`src/rtl/corr_cfg_pkg.sv`:
```
package corr_cfg_pkg;

  // Width of every byte port on the host side.
  localparam int BYTE_W = 8;

  // The command byte carries the opcode in its upper nibble and the argument in its lower.
  localparam int ARG_W = 4;
  localparam int OP_W  = BYTE_W - ARG_W;

  // Host command opcodes.
  // Codes above OP_READ are reserved and treated like OP_NOP.
  typedef enum logic [OP_W-1:0] {
    OP_NOP        = 4'h0,
    OP_SET_WINDOW = 4'h1,
    OP_SET_PERIOD = 4'h2,
    OP_FLUSH      = 4'h3,
    OP_READ       = 4'h4
  } corr_op_e;

  // Configuration that the block wakes up with.
  localparam logic [ARG_W-1:0] RESET_WINDOW_EXP = 4'd4;
  localparam logic [ARG_W-1:0] RESET_PERIOD_EXP = 4'd0;

endpackage

```
`src/rtl/corr_pkt_pkg.sv`:
```
package corr_pkt_pkg;

  // A packet is the window number followed by the four normalized counts.
  localparam int PKT_BYTES = 5;
  localparam int PKT_IDX_W = 3;

  // Byte positions inside a packet, in the order they enter the FIFO.
  typedef enum logic [PKT_IDX_W-1:0] {
    PB_WIN     = 3'd0,
    PB_X       = 3'd1,
    PB_Y       = 3'd2,
    PB_ISECT   = 3'd3,
    PB_SYMDIFF = 3'd4
  } pkt_byte_e;

  // A count equal to the full window length normalizes to 2^NORM_EXP.
  localparam int NORM_EXP = 7;

endpackage

```
`src/rtl/pkt_fifo_if.sv`:
```
interface pkt_fifo_if;

  // Write side, driven by the packet serializer.
  logic                            push;
  logic [corr_cfg_pkg::BYTE_W-1:0] push_data;
  logic                            room;

  // Read side, driven by the host register block.
  logic                            pop;
  logic [corr_cfg_pkg::BYTE_W-1:0] pop_data;
  logic                            empty;
  logic                            flush;

  modport producer (output push, output push_data, input room);

  modport consumer (output pop, output flush, input pop_data, input empty);

  modport store (
    input  push, input  push_data, input  pop, input  flush,
    output room, output pop_data,  output empty
  );

endinterface

```
`src/rtl/sample_strobe.sv`:
```
module sample_strobe #(
  parameter int MAX_SAMPLE_PERIOD_EXP = 15
) (
  input  logic                           i_clk,
  input  logic                           i_arst_n,
  input  logic [corr_cfg_pkg::ARG_W-1:0] i_period_exp,
  input  logic                           i_restart,
  output logic                           o_strobe
);

  localparam int CNT_W = MAX_SAMPLE_PERIOD_EXP;

  logic [CNT_W-1:0] period_m1;
  logic [CNT_W-1:0] cnt_q;
  logic             at_end;

  // The low period_exp bits set, so the counter runs through 2^period_exp states.
  assign period_m1 = ~({CNT_W{1'b1}} << i_period_exp);
  assign at_end    = (cnt_q == period_m1);

  // No sample in the restart cycle itself. The new period counts from the accepting edge.
  assign o_strobe = at_end && !i_restart;

  always_ff @(posedge i_clk or negedge i_arst_n) begin
    if (!i_arst_n) begin
      cnt_q <= '0;
    end else if (i_restart || at_end) begin
      cnt_q <= '0;
    end else begin
      cnt_q <= cnt_q + 1'b1;
    end
  end

endmodule

```
`src/rtl/corr_count_rect.sv`:
```
module corr_count_rect #(
  parameter int MAX_WINDOW_LENGTH_EXP = 12
) (
  input  logic                           i_clk,
  input  logic                           i_arst_n,
  input  logic                           i_strobe,
  input  logic                           i_restart,
  input  logic [corr_cfg_pkg::ARG_W-1:0] i_window_exp,
  input  logic                           i_x,
  input  logic                           i_y,
  output logic [MAX_WINDOW_LENGTH_EXP:0] o_count_x,
  output logic [MAX_WINDOW_LENGTH_EXP:0] o_count_y,
  output logic [MAX_WINDOW_LENGTH_EXP:0] o_count_isect,
  output logic [MAX_WINDOW_LENGTH_EXP:0] o_count_symdiff,
  output logic                           o_window_end
);

  localparam int T_W   = MAX_WINDOW_LENGTH_EXP;
  localparam int CNT_W = MAX_WINDOW_LENGTH_EXP + 1;
  localparam int N_CNT = 4;

  logic [T_W-1:0]              win_m1;
  logic [CNT_W-1:0]            win_len;
  logic [T_W-1:0]              t_q;
  logic                        last_sample;
  logic                        wrap_q;
  logic                        win_end_q;
  logic [N_CNT-1:0]            hit;
  logic [N_CNT-1:0][CNT_W-1:0] cnt_q;

  assign win_m1      = ~({T_W{1'b1}} << i_window_exp);
  assign win_len     = {1'b0, win_m1} + 1'b1;
  assign last_sample = i_strobe && (t_q == win_m1);

  // Same order as the count outputs.
  assign hit = {i_x ^ i_y, i_x & i_y, i_y, i_x};

  always_ff @(posedge i_clk or negedge i_arst_n) begin
    if (!i_arst_n) begin
      t_q       <= '0;
      wrap_q    <= 1'b0;
      win_end_q <= 1'b0;
    end else if (i_restart) begin
      t_q       <= '0;
      wrap_q    <= 1'b0;
      win_end_q <= 1'b0;
    end else begin
      win_end_q <= last_sample;
      if (i_strobe) begin
        t_q    <= last_sample ? '0 : t_q + 1'b1;
        wrap_q <= last_sample;
      end
    end
  end

  // Final counts stay visible until the first sample of the next window lands.
  always_ff @(posedge i_clk or negedge i_arst_n) begin
    if (!i_arst_n) begin
      cnt_q <= '0;
    end else if (i_restart) begin
      cnt_q <= '0;
    end else if (i_strobe) begin
      for (int k = 0; k < N_CNT; k++) begin
        cnt_q[k] <= (wrap_q ? '0 : cnt_q[k]) + CNT_W'(hit[k]);
      end
    end
  end

  assign o_count_x       = cnt_q[0];
  assign o_count_y       = cnt_q[1];
  assign o_count_isect   = cnt_q[2];
  assign o_count_symdiff = cnt_q[3];
  assign o_window_end    = win_end_q;

  // The window index must wrap before any count can pass the window length.
  assert property (@(posedge i_clk) disable iff (!i_arst_n)
    (cnt_q[0] <= win_len) && (cnt_q[1] <= win_len) &&
    (cnt_q[2] <= win_len) && (cnt_q[3] <= win_len))
    else $error("corr_count_rect: count exceeds window length");

endmodule

```
`src/rtl/pkt_fifo.sv`:
```
module pkt_fifo #(
  parameter int PKT_FIFO_DEPTH = 20
) (
  input logic          i_clk,
  input logic          i_arst_n,
  pkt_fifo_if.store    fifo
);

  localparam int PTR_W = $clog2(PKT_FIFO_DEPTH);
  localparam int CNT_W = $clog2(PKT_FIFO_DEPTH + 1);

  localparam logic [CNT_W-1:0] DEPTH_C  = CNT_W'(PKT_FIFO_DEPTH);
  localparam logic [CNT_W-1:0] ROOM_MIN = CNT_W'(corr_pkt_pkg::PKT_BYTES);
  localparam logic [PTR_W-1:0] LAST_PTR = PTR_W'(PKT_FIFO_DEPTH - 1);

  logic [corr_cfg_pkg::BYTE_W-1:0] mem [PKT_FIFO_DEPTH];
  logic [PTR_W-1:0]                wr_ptr_q;
  logic [PTR_W-1:0]                rd_ptr_q;
  logic [CNT_W-1:0]                count_q;
  logic                            full;
  logic                            do_push;
  logic                            do_pop;

  function automatic logic [PTR_W-1:0] ptr_inc(input logic [PTR_W-1:0] ptr);
    return (ptr == LAST_PTR) ? '0 : ptr + 1'b1;
  endfunction

  assign full          = (count_q == DEPTH_C);
  assign fifo.empty    = (count_q == '0);
  assign fifo.room     = (DEPTH_C - count_q) >= ROOM_MIN;
  assign fifo.pop_data = mem[rd_ptr_q];

  // A flush wins over a push or pop in the same cycle.
  assign do_push = fifo.push && !full && !fifo.flush;
  assign do_pop  = fifo.pop && !fifo.empty && !fifo.flush;

  always_ff @(posedge i_clk) begin
    if (do_push) begin
      mem[wr_ptr_q] <= fifo.push_data;
    end
  end

  always_ff @(posedge i_clk or negedge i_arst_n) begin
    if (!i_arst_n) begin
      wr_ptr_q <= '0;
      rd_ptr_q <= '0;
      count_q  <= '0;
    end else if (fifo.flush) begin
      wr_ptr_q <= '0;
      rd_ptr_q <= '0;
      count_q  <= '0;
    end else begin
      if (do_push) begin
        wr_ptr_q <= ptr_inc(wr_ptr_q);
      end
      if (do_pop) begin
        rd_ptr_q <= ptr_inc(rd_ptr_q);
      end
      count_q <= count_q + CNT_W'(do_push) - CNT_W'(do_pop);
    end
  end

  // The serializer only starts a packet when room was reported.
  assert property (@(posedge i_clk) disable iff (!i_arst_n) fifo.push |-> !full)
    else $error("pkt_fifo: push while full");

  assert property (@(posedge i_clk) disable iff (!i_arst_n) fifo.pop |-> !fifo.empty)
    else $error("pkt_fifo: pop while empty");

endmodule

```
`src/rtl/host_regs.sv`:
```
module host_regs #(
  parameter int MAX_WINDOW_LENGTH_EXP = 12,
  parameter int MAX_SAMPLE_PERIOD_EXP = 15
) (
  input  logic                            i_clk,
  input  logic                            i_arst_n,

  input  logic [corr_cfg_pkg::BYTE_W-1:0] i_bp_data,
  input  logic                            i_bp_valid,
  output logic                            o_bp_ready,

  output logic [corr_cfg_pkg::BYTE_W-1:0] o_bp_data,
  output logic                            o_bp_valid,
  input  logic                            i_bp_ready,

  output logic [corr_cfg_pkg::ARG_W-1:0]  o_window_exp,
  output logic [corr_cfg_pkg::ARG_W-1:0]  o_period_exp,
  output logic                            o_restart,

  pkt_fifo_if.consumer                    fifo
);

  localparam int ARG_W  = corr_cfg_pkg::ARG_W;
  localparam int BYTE_W = corr_cfg_pkg::BYTE_W;

  localparam logic [ARG_W-1:0] WINDOW_EXP_MAX = ARG_W'(MAX_WINDOW_LENGTH_EXP);
  localparam logic [ARG_W-1:0] PERIOD_EXP_MAX = ARG_W'(MAX_SAMPLE_PERIOD_EXP);

  typedef enum logic [1:0] {
    IDLE,
    WAIT_DATA,
    REPLY
  } state_e;

  state_e                 state_q;
  corr_cfg_pkg::corr_op_e op;
  logic [ARG_W-1:0]       arg;
  logic                   cmd_fire;
  logic [ARG_W-1:0]       window_exp_q;
  logic [ARG_W-1:0]       period_exp_q;
  logic [BYTE_W-1:0]      reply_q;

  assign op  = corr_cfg_pkg::corr_op_e'(i_bp_data[BYTE_W-1:ARG_W]);
  assign arg = i_bp_data[ARG_W-1:0];

  // Commands are only taken while no read is outstanding.
  assign o_bp_ready = (state_q == IDLE);
  assign cmd_fire   = i_bp_valid && o_bp_ready;

  // Every configuration command also starts a fresh measurement run.
  always_comb begin
    o_restart = 1'b0;
    if (cmd_fire) begin
      case (op)
        corr_cfg_pkg::OP_SET_WINDOW,
        corr_cfg_pkg::OP_SET_PERIOD,
        corr_cfg_pkg::OP_FLUSH: o_restart = 1'b1;
        default:                o_restart = 1'b0;
      endcase
    end
  end

  assign fifo.flush = o_restart;
  assign fifo.pop   = (state_q == WAIT_DATA) && !fifo.empty;

  always_ff @(posedge i_clk or negedge i_arst_n) begin
    if (!i_arst_n) begin
      window_exp_q <= corr_cfg_pkg::RESET_WINDOW_EXP;
      period_exp_q <= corr_cfg_pkg::RESET_PERIOD_EXP;
    end else if (cmd_fire) begin
      if (op == corr_cfg_pkg::OP_SET_WINDOW) begin
        window_exp_q <= (arg > WINDOW_EXP_MAX) ? WINDOW_EXP_MAX : arg;
      end
      if (op == corr_cfg_pkg::OP_SET_PERIOD) begin
        period_exp_q <= (arg > PERIOD_EXP_MAX) ? PERIOD_EXP_MAX : arg;
      end
    end
  end

  always_ff @(posedge i_clk or negedge i_arst_n) begin
    if (!i_arst_n) begin
      state_q <= IDLE;
    end else begin
      case (state_q)
        IDLE: begin
          if (cmd_fire && (op == corr_cfg_pkg::OP_READ)) begin
            state_q <= WAIT_DATA;
          end
        end
        // Parks here until the serializer has written something.
        WAIT_DATA: begin
          if (!fifo.empty) begin
            state_q <= REPLY;
          end
        end
        REPLY: begin
          if (i_bp_ready) begin
            state_q <= IDLE;
          end
        end
        default: state_q <= IDLE;
      endcase
    end
  end

  always_ff @(posedge i_clk) begin
    if (fifo.pop) begin
      reply_q <= fifo.pop_data;
    end
  end

  assign o_bp_valid   = (state_q == REPLY);
  assign o_bp_data    = reply_q;
  assign o_window_exp = window_exp_q;
  assign o_period_exp = period_exp_q;

  // A stalled reply byte must not change under the host.
  assert property (@(posedge i_clk) disable iff (!i_arst_n)
    o_bp_valid && !i_bp_ready |=> o_bp_valid && $stable(o_bp_data))
    else $error("host_regs: reply changed while stalled");

endmodule

```
`src/rtl/correlator.sv`:
```
module correlator #(
  parameter int MAX_WINDOW_LENGTH_EXP = 12,
  parameter int MAX_SAMPLE_PERIOD_EXP = 15,
  parameter int PKT_FIFO_DEPTH        = 20
) (
  input  logic                            i_clk,
  input  logic                            i_arst_n,

  input  logic                            i_x,
  input  logic                            i_y,

  input  logic [corr_cfg_pkg::BYTE_W-1:0] i_bp_data,
  input  logic                            i_bp_valid,
  output logic                            o_bp_ready,

  output logic [corr_cfg_pkg::BYTE_W-1:0] o_bp_data,
  output logic                            o_bp_valid,
  input  logic                            i_bp_ready
);

  localparam int ARG_W     = corr_cfg_pkg::ARG_W;
  localparam int BYTE_W    = corr_cfg_pkg::BYTE_W;
  localparam int PKT_BYTES = corr_pkt_pkg::PKT_BYTES;
  localparam int CNT_W     = MAX_WINDOW_LENGTH_EXP + 1;
  localparam int NORM_W    = CNT_W + corr_pkt_pkg::NORM_EXP;

  logic [ARG_W-1:0]                  window_exp;
  logic [ARG_W-1:0]                  period_exp;
  logic                              restart;
  logic                              strobe;
  logic [CNT_W-1:0]                  count_x;
  logic [CNT_W-1:0]                  count_y;
  logic [CNT_W-1:0]                  count_isect;
  logic [CNT_W-1:0]                  count_symdiff;
  logic                              window_end;
  logic [BYTE_W-1:0]                 win_num_q;
  logic [PKT_BYTES-1:0][BYTE_W-1:0]  pkt_d;
  logic [PKT_BYTES-1:0][BYTE_W-1:0]  pkt_q;
  corr_pkt_pkg::pkt_byte_e           idx_q;
  logic                              busy_q;
  logic                              pkt_load;

  pkt_fifo_if u_fifo_if ();

  host_regs #(
    .MAX_WINDOW_LENGTH_EXP (MAX_WINDOW_LENGTH_EXP),
    .MAX_SAMPLE_PERIOD_EXP (MAX_SAMPLE_PERIOD_EXP)
  ) u_host_regs (
    .i_clk        (i_clk),
    .i_arst_n     (i_arst_n),
    .i_bp_data    (i_bp_data),
    .i_bp_valid   (i_bp_valid),
    .o_bp_ready   (o_bp_ready),
    .o_bp_data    (o_bp_data),
    .o_bp_valid   (o_bp_valid),
    .i_bp_ready   (i_bp_ready),
    .o_window_exp (window_exp),
    .o_period_exp (period_exp),
    .o_restart    (restart),
    .fifo         (u_fifo_if.consumer)
  );

  sample_strobe #(
    .MAX_SAMPLE_PERIOD_EXP (MAX_SAMPLE_PERIOD_EXP)
  ) u_sample_strobe (
    .i_clk        (i_clk),
    .i_arst_n     (i_arst_n),
    .i_period_exp (period_exp),
    .i_restart    (restart),
    .o_strobe     (strobe)
  );

  corr_count_rect #(
    .MAX_WINDOW_LENGTH_EXP (MAX_WINDOW_LENGTH_EXP)
  ) u_count_rect (
    .i_clk           (i_clk),
    .i_arst_n        (i_arst_n),
    .i_strobe        (strobe),
    .i_restart       (restart),
    .i_window_exp    (window_exp),
    .i_x             (i_x),
    .i_y             (i_y),
    .o_count_x       (count_x),
    .o_count_y       (count_y),
    .o_count_isect   (count_isect),
    .o_count_symdiff (count_symdiff),
    .o_window_end    (window_end)
  );

  pkt_fifo #(
    .PKT_FIFO_DEPTH (PKT_FIFO_DEPTH)
  ) u_pkt_fifo (
    .i_clk    (i_clk),
    .i_arst_n (i_arst_n),
    .fifo     (u_fifo_if.store)
  );

  // Scales a count to 0..128, with a full window mapping to 128.
  function automatic logic [BYTE_W-1:0] norm_byte(
    input logic [CNT_W-1:0] count,
    input logic [ARG_W-1:0] win_exp
  );
    logic [NORM_W-1:0] scaled;
    scaled = {count, {corr_pkt_pkg::NORM_EXP{1'b0}}} >> win_exp;
    return scaled[BYTE_W-1:0];
  endfunction

  always_comb begin
    pkt_d[corr_pkt_pkg::PB_WIN]     = win_num_q;
    pkt_d[corr_pkt_pkg::PB_X]       = norm_byte(count_x, window_exp);
    pkt_d[corr_pkt_pkg::PB_Y]       = norm_byte(count_y, window_exp);
    pkt_d[corr_pkt_pkg::PB_ISECT]   = norm_byte(count_isect, window_exp);
    pkt_d[corr_pkt_pkg::PB_SYMDIFF] = norm_byte(count_symdiff, window_exp);
  end

  // A packet is dropped when the FIFO is short of space or the last one is still going out.
  assign pkt_load = window_end && u_fifo_if.room && !busy_q;

  // The window number advances on every window, so a gap shows a dropped packet.
  always_ff @(posedge i_clk or negedge i_arst_n) begin
    if (!i_arst_n) begin
      win_num_q <= '0;
    end else if (restart) begin
      win_num_q <= '0;
    end else if (window_end) begin
      win_num_q <= win_num_q + 1'b1;
    end
  end

  always_ff @(posedge i_clk) begin
    if (pkt_load) begin
      pkt_q <= pkt_d;
    end
  end

  always_ff @(posedge i_clk or negedge i_arst_n) begin
    if (!i_arst_n) begin
      busy_q <= 1'b0;
      idx_q  <= corr_pkt_pkg::PB_WIN;
    end else if (restart) begin
      busy_q <= 1'b0;
      idx_q  <= corr_pkt_pkg::PB_WIN;
    end else if (pkt_load) begin
      busy_q <= 1'b1;
      idx_q  <= corr_pkt_pkg::PB_WIN;
    end else if (busy_q) begin
      if (idx_q == corr_pkt_pkg::PB_SYMDIFF) begin
        busy_q <= 1'b0;
        idx_q  <= corr_pkt_pkg::PB_WIN;
      end else begin
        idx_q <= corr_pkt_pkg::pkt_byte_e'(idx_q + 1'b1);
      end
    end
  end

  // One byte per cycle while the serializer is busy.
  assign u_fifo_if.push      = busy_q;
  assign u_fifo_if.push_data = pkt_q[idx_q];

endmodule

```
`config.mk`:
```
export PLATFORM = sky130hd
export DESIGN_NAME = correlator
export DESIGN_NICKNAME = d
export VERILOG_FILES = /design/src/rtl/corr_cfg_pkg.sv /design/src/rtl/corr_pkt_pkg.sv /design/src/rtl/pkt_fifo_if.sv /design/src/rtl/sample_strobe.sv /design/src/rtl/corr_count_rect.sv /design/src/rtl/pkt_fifo.sv /design/src/rtl/host_regs.sv /design/src/rtl/correlator.sv
export SDC_FILE = /design/constraint.sdc
export NUM_CORES = 1
export LEC_CHECK = 0
export BUFFER_PORTS_ARGS = -buffer_cell sky130_fd_sc_hd__buf_2
export CAP_MARGIN = 20
export CORE_UTILIZATION = 50
export CTS_BUF_LIST = sky130_fd_sc_hd__clkbuf_2 sky130_fd_sc_hd__clkbuf_4 sky130_fd_sc_hd__clkbuf_8
export CTS_CLUSTER_SIZE = 28
export DETAILED_ROUTE_END_ITERATION = 6
export PLACE_DENSITY_LB_ADDON = 0.15
export SYNTH_ARGS = -nofsm -noshare
export SYNTH_HDL_FRONTEND = slang
export SYNTH_SLANG_ARGS = --single-unit
```
`constraint.sdc`:
```
create_clock -name i_clk -period 4 [get_ports i_clk]
set_input_delay 0.2 -clock i_clk [delete_from_list [all_inputs] [get_ports i_clk]]
set_output_delay 0.2 -clock i_clk [all_outputs]
set_load 0.01 [all_outputs]
```
==> results of run 1 <==
where the power goes:
| part | total, mW | leakage (nW) | internal (mW) | switching, mW |
|---|---|---|---|---|
| combinational | 2.45 | 2.98 | 0.977 | 1.47 |
| clock | 3.00 | 0.594 | 1.68 | 1.32 |
| sequential | 4.37 | 3.48 | 4.03 | 0.338 |
| total | 9.82 | 7.06 | 6.68 | 3.13 |
per-stage QoR:
step / area, µm² / std cells / util [%] / setup slack, ns / hold WS (ns)
6_report: 18700 / 2073 / 56.7 / 0.748 / 0.0460
5_1_grt: 18700 / 2073 / 56.7 / 0.477 / 0.0868
4_1_cts: 18700 / 2073 / 56.7 / 0.757 / 0.0103
3_5_place_dp: 17400 / 1966 / 53.0 / 0.798 / 0.350
3_3_place_gp: 17400 / 1966 / 53.0 / 0.876 / 0.351
2_1_floorplan: 16900 / 1569 / - / 1.13 / -0.0956
cells in the final DEF (no fill, tap or decap), types with 10 or more instances in the layout:
cell type,Yosys,layout
mux2_2,28,28
a21oi_1,78,78
mux4_2,36,36
nand2_1,201,201
xor2_1,17,17
nor3_1,32,32
or4_1,11,11
mux2i_1,78,78
a22oi_1,17,17
nor2b_1,25,25
buf_2,16,22
and3_1,40,40
clkbuf_8,0,61
dfrtp_1,117,113
inv_1,35,35
clkbuf_4,0,16
a31oi_1,15,15
dlygate4sd3_1,0,10
xnor2_1,10,10
nand3_1,51,51
buf_4,0,37
clkinv_1,1,10
o22ai_1,18,18
nor2_1,174,173
ha_1,28,28
o21ai_0,113,112
edfxtp_1,208,208
flip-flops by register name (all words and copies together) (netlist names), 4 cells and up:
register and count:
u_pkt_fifo.count_q 5, u_host_regs.o_bp_data 8, u_sample_strobe.cnt_q 15, u_count_rect.o_count_symdiff 13
u_pkt_fifo.wr_ptr_q 5, u_host_regs.o_period_exp 4, pkt_q 40, win_num_q 8
u_count_rect.o_count_y 13, u_pkt_fifo.mem 160, u_host_regs.o_window_exp 4, u_pkt_fifo.rd_ptr_q 5
u_count_rect.t_q 12, u_count_rect.o_count_x 13, u_count_rect.o_count_isect 13
layer usage:
| layer | wire, µm | global-route usage, % | share of wire (%) |
|---|---|---|---|
| met3 | 1470 | 3.17 | 3.8 |
| met1 | 17200 | 31.4 | 44 |
| met5 | 0 | 0 | 0 |
| met2 | 19500 | 40.3 | 50 |
| met4 | 722 | 6.26 | 1.9 |
worst register-to-register path, stage by stage, from the launching register on:
cell,delay [ns]
dfrtp_1,0.68
and2_1,0.30
o21ai_0,0.11
a221oi_1,0.35
nand3_1,0.12
buf_4,0.21
or2_1,0.60
or4_1,0.64
a31oi_1,0.17
worst paths after layout:
kind / startpoint / end / cells after the start
setup / recovery: u_host_regs.o_period_exp[3] / u_count_rect.o_count_isect[11] / 8
setup reg to reg: u_host_regs.o_period_exp[3] / u_count_rect.o_count_isect[11] / 8
hold reg to reg: win_num_q[4] / pkt_q[4] / 0
max in group asynchronous: i_arst_n / u_count_rect.o_count_symdiff[10] / 3
hold / removal: i_y / u_count_rect.o_count_y[0] / 4
min in group asynchronous: i_arst_n / u_sample_strobe.cnt_q[11] / 2
logic make-up after synthesis:
family / share of synthesized area (%)
AND/OR/NAND/NOR: 16.7
buffers and inverters: 3.36
XOR/XNOR: 1.40
multiplexers: 11.3
adder cells (fa/ha/maj): 2.19
AO/OA/AOI/OAI: 10.6
flip-flops: 54.5
final cells by class:
type	count	area [µm²]	area share, %
Sequential cell	326	9210	49.4
Multi-Input combinational cell	1103	7150	38.4
Clock buffer	77	960	5.15
Tap cell	442	553	2.97
Timing Repair Buffer	69	488	2.62
Clock inverter	20	158	0.845
Inverter	36	135	0.724
==> reports/qor.yml, run 1 <==
yosys:
  synthCells: 1569
  avgSynthCellArea_um2: 10.8
  synth_area_um2: 16900
  synth_nets: 1612
  synth.most_common_cell: "edfxtp_1"
  ys_warn_count: 0
  synth_top_area_share_pct: 37.0
  synth-seq-cells: 326
  synth_common_cells: "edfxtp_1, nand2_1, nor2_1"
  yosysSeqAreaShare_pct: 54.5
  synth-main-ff-cell: "edfxtp_1"
  ys_async_sr_fraction_pct: 36.2
  synth_edf_count: 208
  synth.distinct_cells: 65
  synthTopCellsByArea: "edfxtp_1, dfrtp_1, mux4_2, mux2i_1, nand2_1"
  yosys.area.top_type: "edfxtp_1"
cells_and_area:
  syn_to_final_growth_pct: 10.4
  nNetsFinal: 1633
  drive_gt1_share_pct: 13.9
  n_antenna_cell: 0
  num-fill-cells: 2915
clock_network:
  numClockSinks: 326
  root_buffer: "clkbuf_8"
  path_clk_slew_ns: 0.06
  postCtsResizedCells: 0
  cts.htree.levels: 2
  post_cts_buffers: 0
  postCtsHoldBufs: 10
  cts_tree: "done"
  worstSkewPairLatency_ns: 0.60
  cts_buffers: 54
  cts.path.max_buffers: 3
floorplan:
  rows: 66
  die_w_um: 186
  coreArea_um2: 32900
  die_area_um2: 34500
  num_io_pins: 24
  start_util_pct: 51.4
  die_y_um: 186
worst_setup_path:
  crit_type: "reg -> reg"
  crit_chain: "and2_1, o21ai_0, a221oi_1, nand3_1, buf_4, or2_1, or4_1, a31oi_1"
  r2r_slack_ns: 0.75
  path_max_fanout: 32
  critPathRequiredTime_ns: 4.52
  cp.arrival_ns: 3.77
  critPathLaunchType: "flop"
  crit_buf_inv: 1
  crit_family: "simple AND/OR/NAND/NOR gates"
  critPathMaxStageDelay_ns: 0.68
  critPathSlowestCell: "dfrtp_1"
  cp-end-kind: "flop"
timing:
  tightest_slew_ns: 0.990
  finalSetupViolations: 0
  fmaxAchievable_ghz: 0.307
  finalSetupTns_ns: 0
  hold_viol: 0
  min_period_ns: 3.25
  rsz0062_at_grt: "no"
  slew_headroom_pct: 34.0
  fin_crit_sh_pct: 81.3
  slew_viol_final: 0
  skew_ns: 0.0434
power_and_ir_drop:
  power_density_nw_per_um2: 526
  ir_drop_mv: 0.273
  p_total_mw: 9.82
  leakage_nw: 7.06
status:
  status: "complete, no violations"
routing:
  first_pass_iters: 5
  postRouteAntennaNets: 0
  vias_per_cell: 5.80
  routedWlPerCell_um: 18.8
  vias: 12000
  drt_wl_total_um: 38900
  dr.first_iter.drc_count: 787
  drc: 0
global_route:
  grt_use_total_pct: 23.5
  grt_max_degree: 64
  grt_antenna_before_repair: 0
  grt_pass1_wl_um: 63100
  grt_overflow: 0
  grt_pass1_vias: 11700
flow_run:
  max_cap_viol_count: 0
placement:
  dp_hpwl_um: 26100
  gp_congestion: 0.860
  io_buffers: 23
hold_path:
  hold_path.class: "in -> reg"
(Power assumes the default switching activity.)
==> run 2: changes to the inputs <==
Clock period 4 ns to 3.2 ns, I/O delays scaled along.
==> reports/qor.yml, run 2 (same netlist as run 1, synthesis figures left out) <==
timing:
  slew_headroom_pct: 41.2
  rsz0062_at_grt: "no"
  fin_crit_sh_pct: 94.1
  slew_viol_final: 0
  min_period_ns: 3.01
  skew_ns: 0.0518
  hold_viol: 0
  tightest_slew_ns: 0.879
  fmaxAchievable_ghz: 0.332
  finalSetupTns_ns: 0
  finalSetupViolations: 0
worst_setup_path:
  cp-end-kind: "flop"
  crit_buf_inv: 5
  crit_chain: "inv_1, ha_1, nand2_1, nor2_1, or3b_2, inv_1, ha_1, inv_1, ha_1, inv_1, fa_1, inv_1, a21oi_1, nor2_1, o21ai_0, a21oi_1"
  crit_type: "reg -> reg"
  cp-startpoint: "u_pkt_fifo.count_q[1]"
  r2r_slack_ns: 0.19
  path_max_fanout: 4
  critPathMaxStageDelay_ns: 0.47
  crit_top_cell: "inv_1"
  critPathSlowestCell: "or3b_2"
  r2r-start: "u_pkt_fifo.count_q[1]"
  cp.arrival_ns: 3.52
  crit_family: "adder cells"
  critPathRequiredTime_ns: 3.71
  critPathLaunchType: "flop"
floorplan:
  die_w_um: 186
  coreArea_um2: 32900
  start_util_pct: 51.4
  die_area_um2: 34500
  rows: 66
  num_io_pins: 24
  die_y_um: 186
routing:
  postRouteAntennaNets: 0
  dr.first_iter.drc_count: 938
  vias_per_cell: 5.72
  vias: 12000
  first_pass_iters: 6
  drc: 0
  drt_wl_total_um: 39100
  routedWlPerCell_um: 18.6
power_and_ir_drop:
  power_density_nw_per_um2: 668
  ir_drop_mv: 0.467
  leakage_nw: 7.24
clock_network:
  cts_buffers: 55
  worstSkewPairLatency_ns: 0.63
  cts_tree: "done"
  root_buffer: "clkbuf_8"
  numClockSinks: 326
  path_clk_slew_ns: 0.06
  cts.htree.levels: 2
  cts.path.max_buffers: 3
global_route:
  grt_use_total_pct: 23.5
  grt_overflow: 0
  grt_antenna_before_repair: 0
  grt_pass1_wl_um: 62600
  grt_max_degree: 61
  grt_pass1_vias: 11500
cells_and_area:
  drive_gt1_share_pct: 15.4
  final_cell_mix: "edfxtp_1, nand2_1, nor2_1, o21ai_0, dfrtp_1"
  final_common_cell: "edfxtp_1"
  nNetsFinal: 1656
  n_antenna_cell: 0
  syn_to_final_growth_pct: 12.3
  top_register: "u_pkt_fifo.mem"
  stdcell_area_um2: 19000
  reg_top3: "u_pkt_fifo.mem (160), pkt_q (40), u_sample_strobe.cnt_q (15)"
  largest_reg_flops: 160
  postLayoutCoreUtil_pct: 57.7
flow_run:
  max_cap_viol_count: 0
placement:
  gp_congestion: 0.839
  dp_hpwl_um: 26500
  placed_cell_area_um2: 17600
  io_buffers: 23
hold_path:
  hp-start: "i_bp_data[4]"
  hold_path.class: "in -> reg"
status:
  status: "complete, no violations"
[run 2: repair_timing]
item                                   in CTS  in global routing
hold buffers                               12                  0
buffers inserted                            0                  0
endpoints found under the hold margin      58                  0
setup endpoints to repair                   0                  1
gates resized for setup                     0                  1
[run 2: stage by stage]
| stage | power (mW) | hold WS (ns) | worst slack [ns] | std cells |
|---|---|---|---|---|
| after detailed placement | 8.66 | 0.245 | 0.261 | 1986 |
| after global placement | 8.58 | 0.250 | 0.330 | 1986 |
| after CTS | 12.8 | 0.0316 | 0.148 | 2101 |
| after floorplan | 7.67 | -0.136 | 0.326 | 1569 |
| final | 12.7 | 0.0606 | 0.190 | 2101 |
| after global routing | 13.4 | 0.0656 | 0.0111 | 2101 |
[run 2: layout make-up]
cell class	instances	area, µm²
clock inverters	24	240
multi-input cells	1103	7150
fillers	2828	13900
clock buffers	79	1000
repair buffers	91	683
inverters	36	135
flip-flops and latches	326	9210
well taps	442	553
[run 2: worst min-delay path, delay by kind of cell]
| kind | cells | cell delay (ns) |
|---|---|---|
| buffers and inverters | 1 | 0.13 |
| AO/OA/AOI/OAI | 1 | 0.12 |
| AND/OR/NAND/NOR | 1 | 0.20 |
[run 2: final timing paths]
path / to / depth (start not counted)
max: u_pkt_fifo.count_q[4] / 16
min: u_host_regs.o_window_exp[0] / 3
max reg2reg: u_pkt_fifo.count_q[4] / 16
min reg2reg: pkt_q[4] / 0
max in group asynchronous: u_host_regs.o_window_exp[2] / 3
min in group asynchronous: u_host_regs.state_q[1] / 2
[run 2: layer usage]
| metal | wire (µm) | vias to the layer above | global-route usage (%) |
|---|---|---|---|
| met5 | 0 | - | 0 |
| met4 | 842 | 0 | 6.85 |
| li1 | - | 5855 | - |
| met2 | 19400 | 266 | 40.4 |
| met1 | 17200 | 5824 | 31.2 |
| met3 | 1690 | 68 | 2.92 |
[run 2: report_power, final]
group	switching (mW)	internal (mW)	total, mW	leakage (nW)
logic	1.91	1.26	3.17	3.10
registers	0.369	5.04	5.41	3.48
clock network	1.74	2.36	4.10	0.659
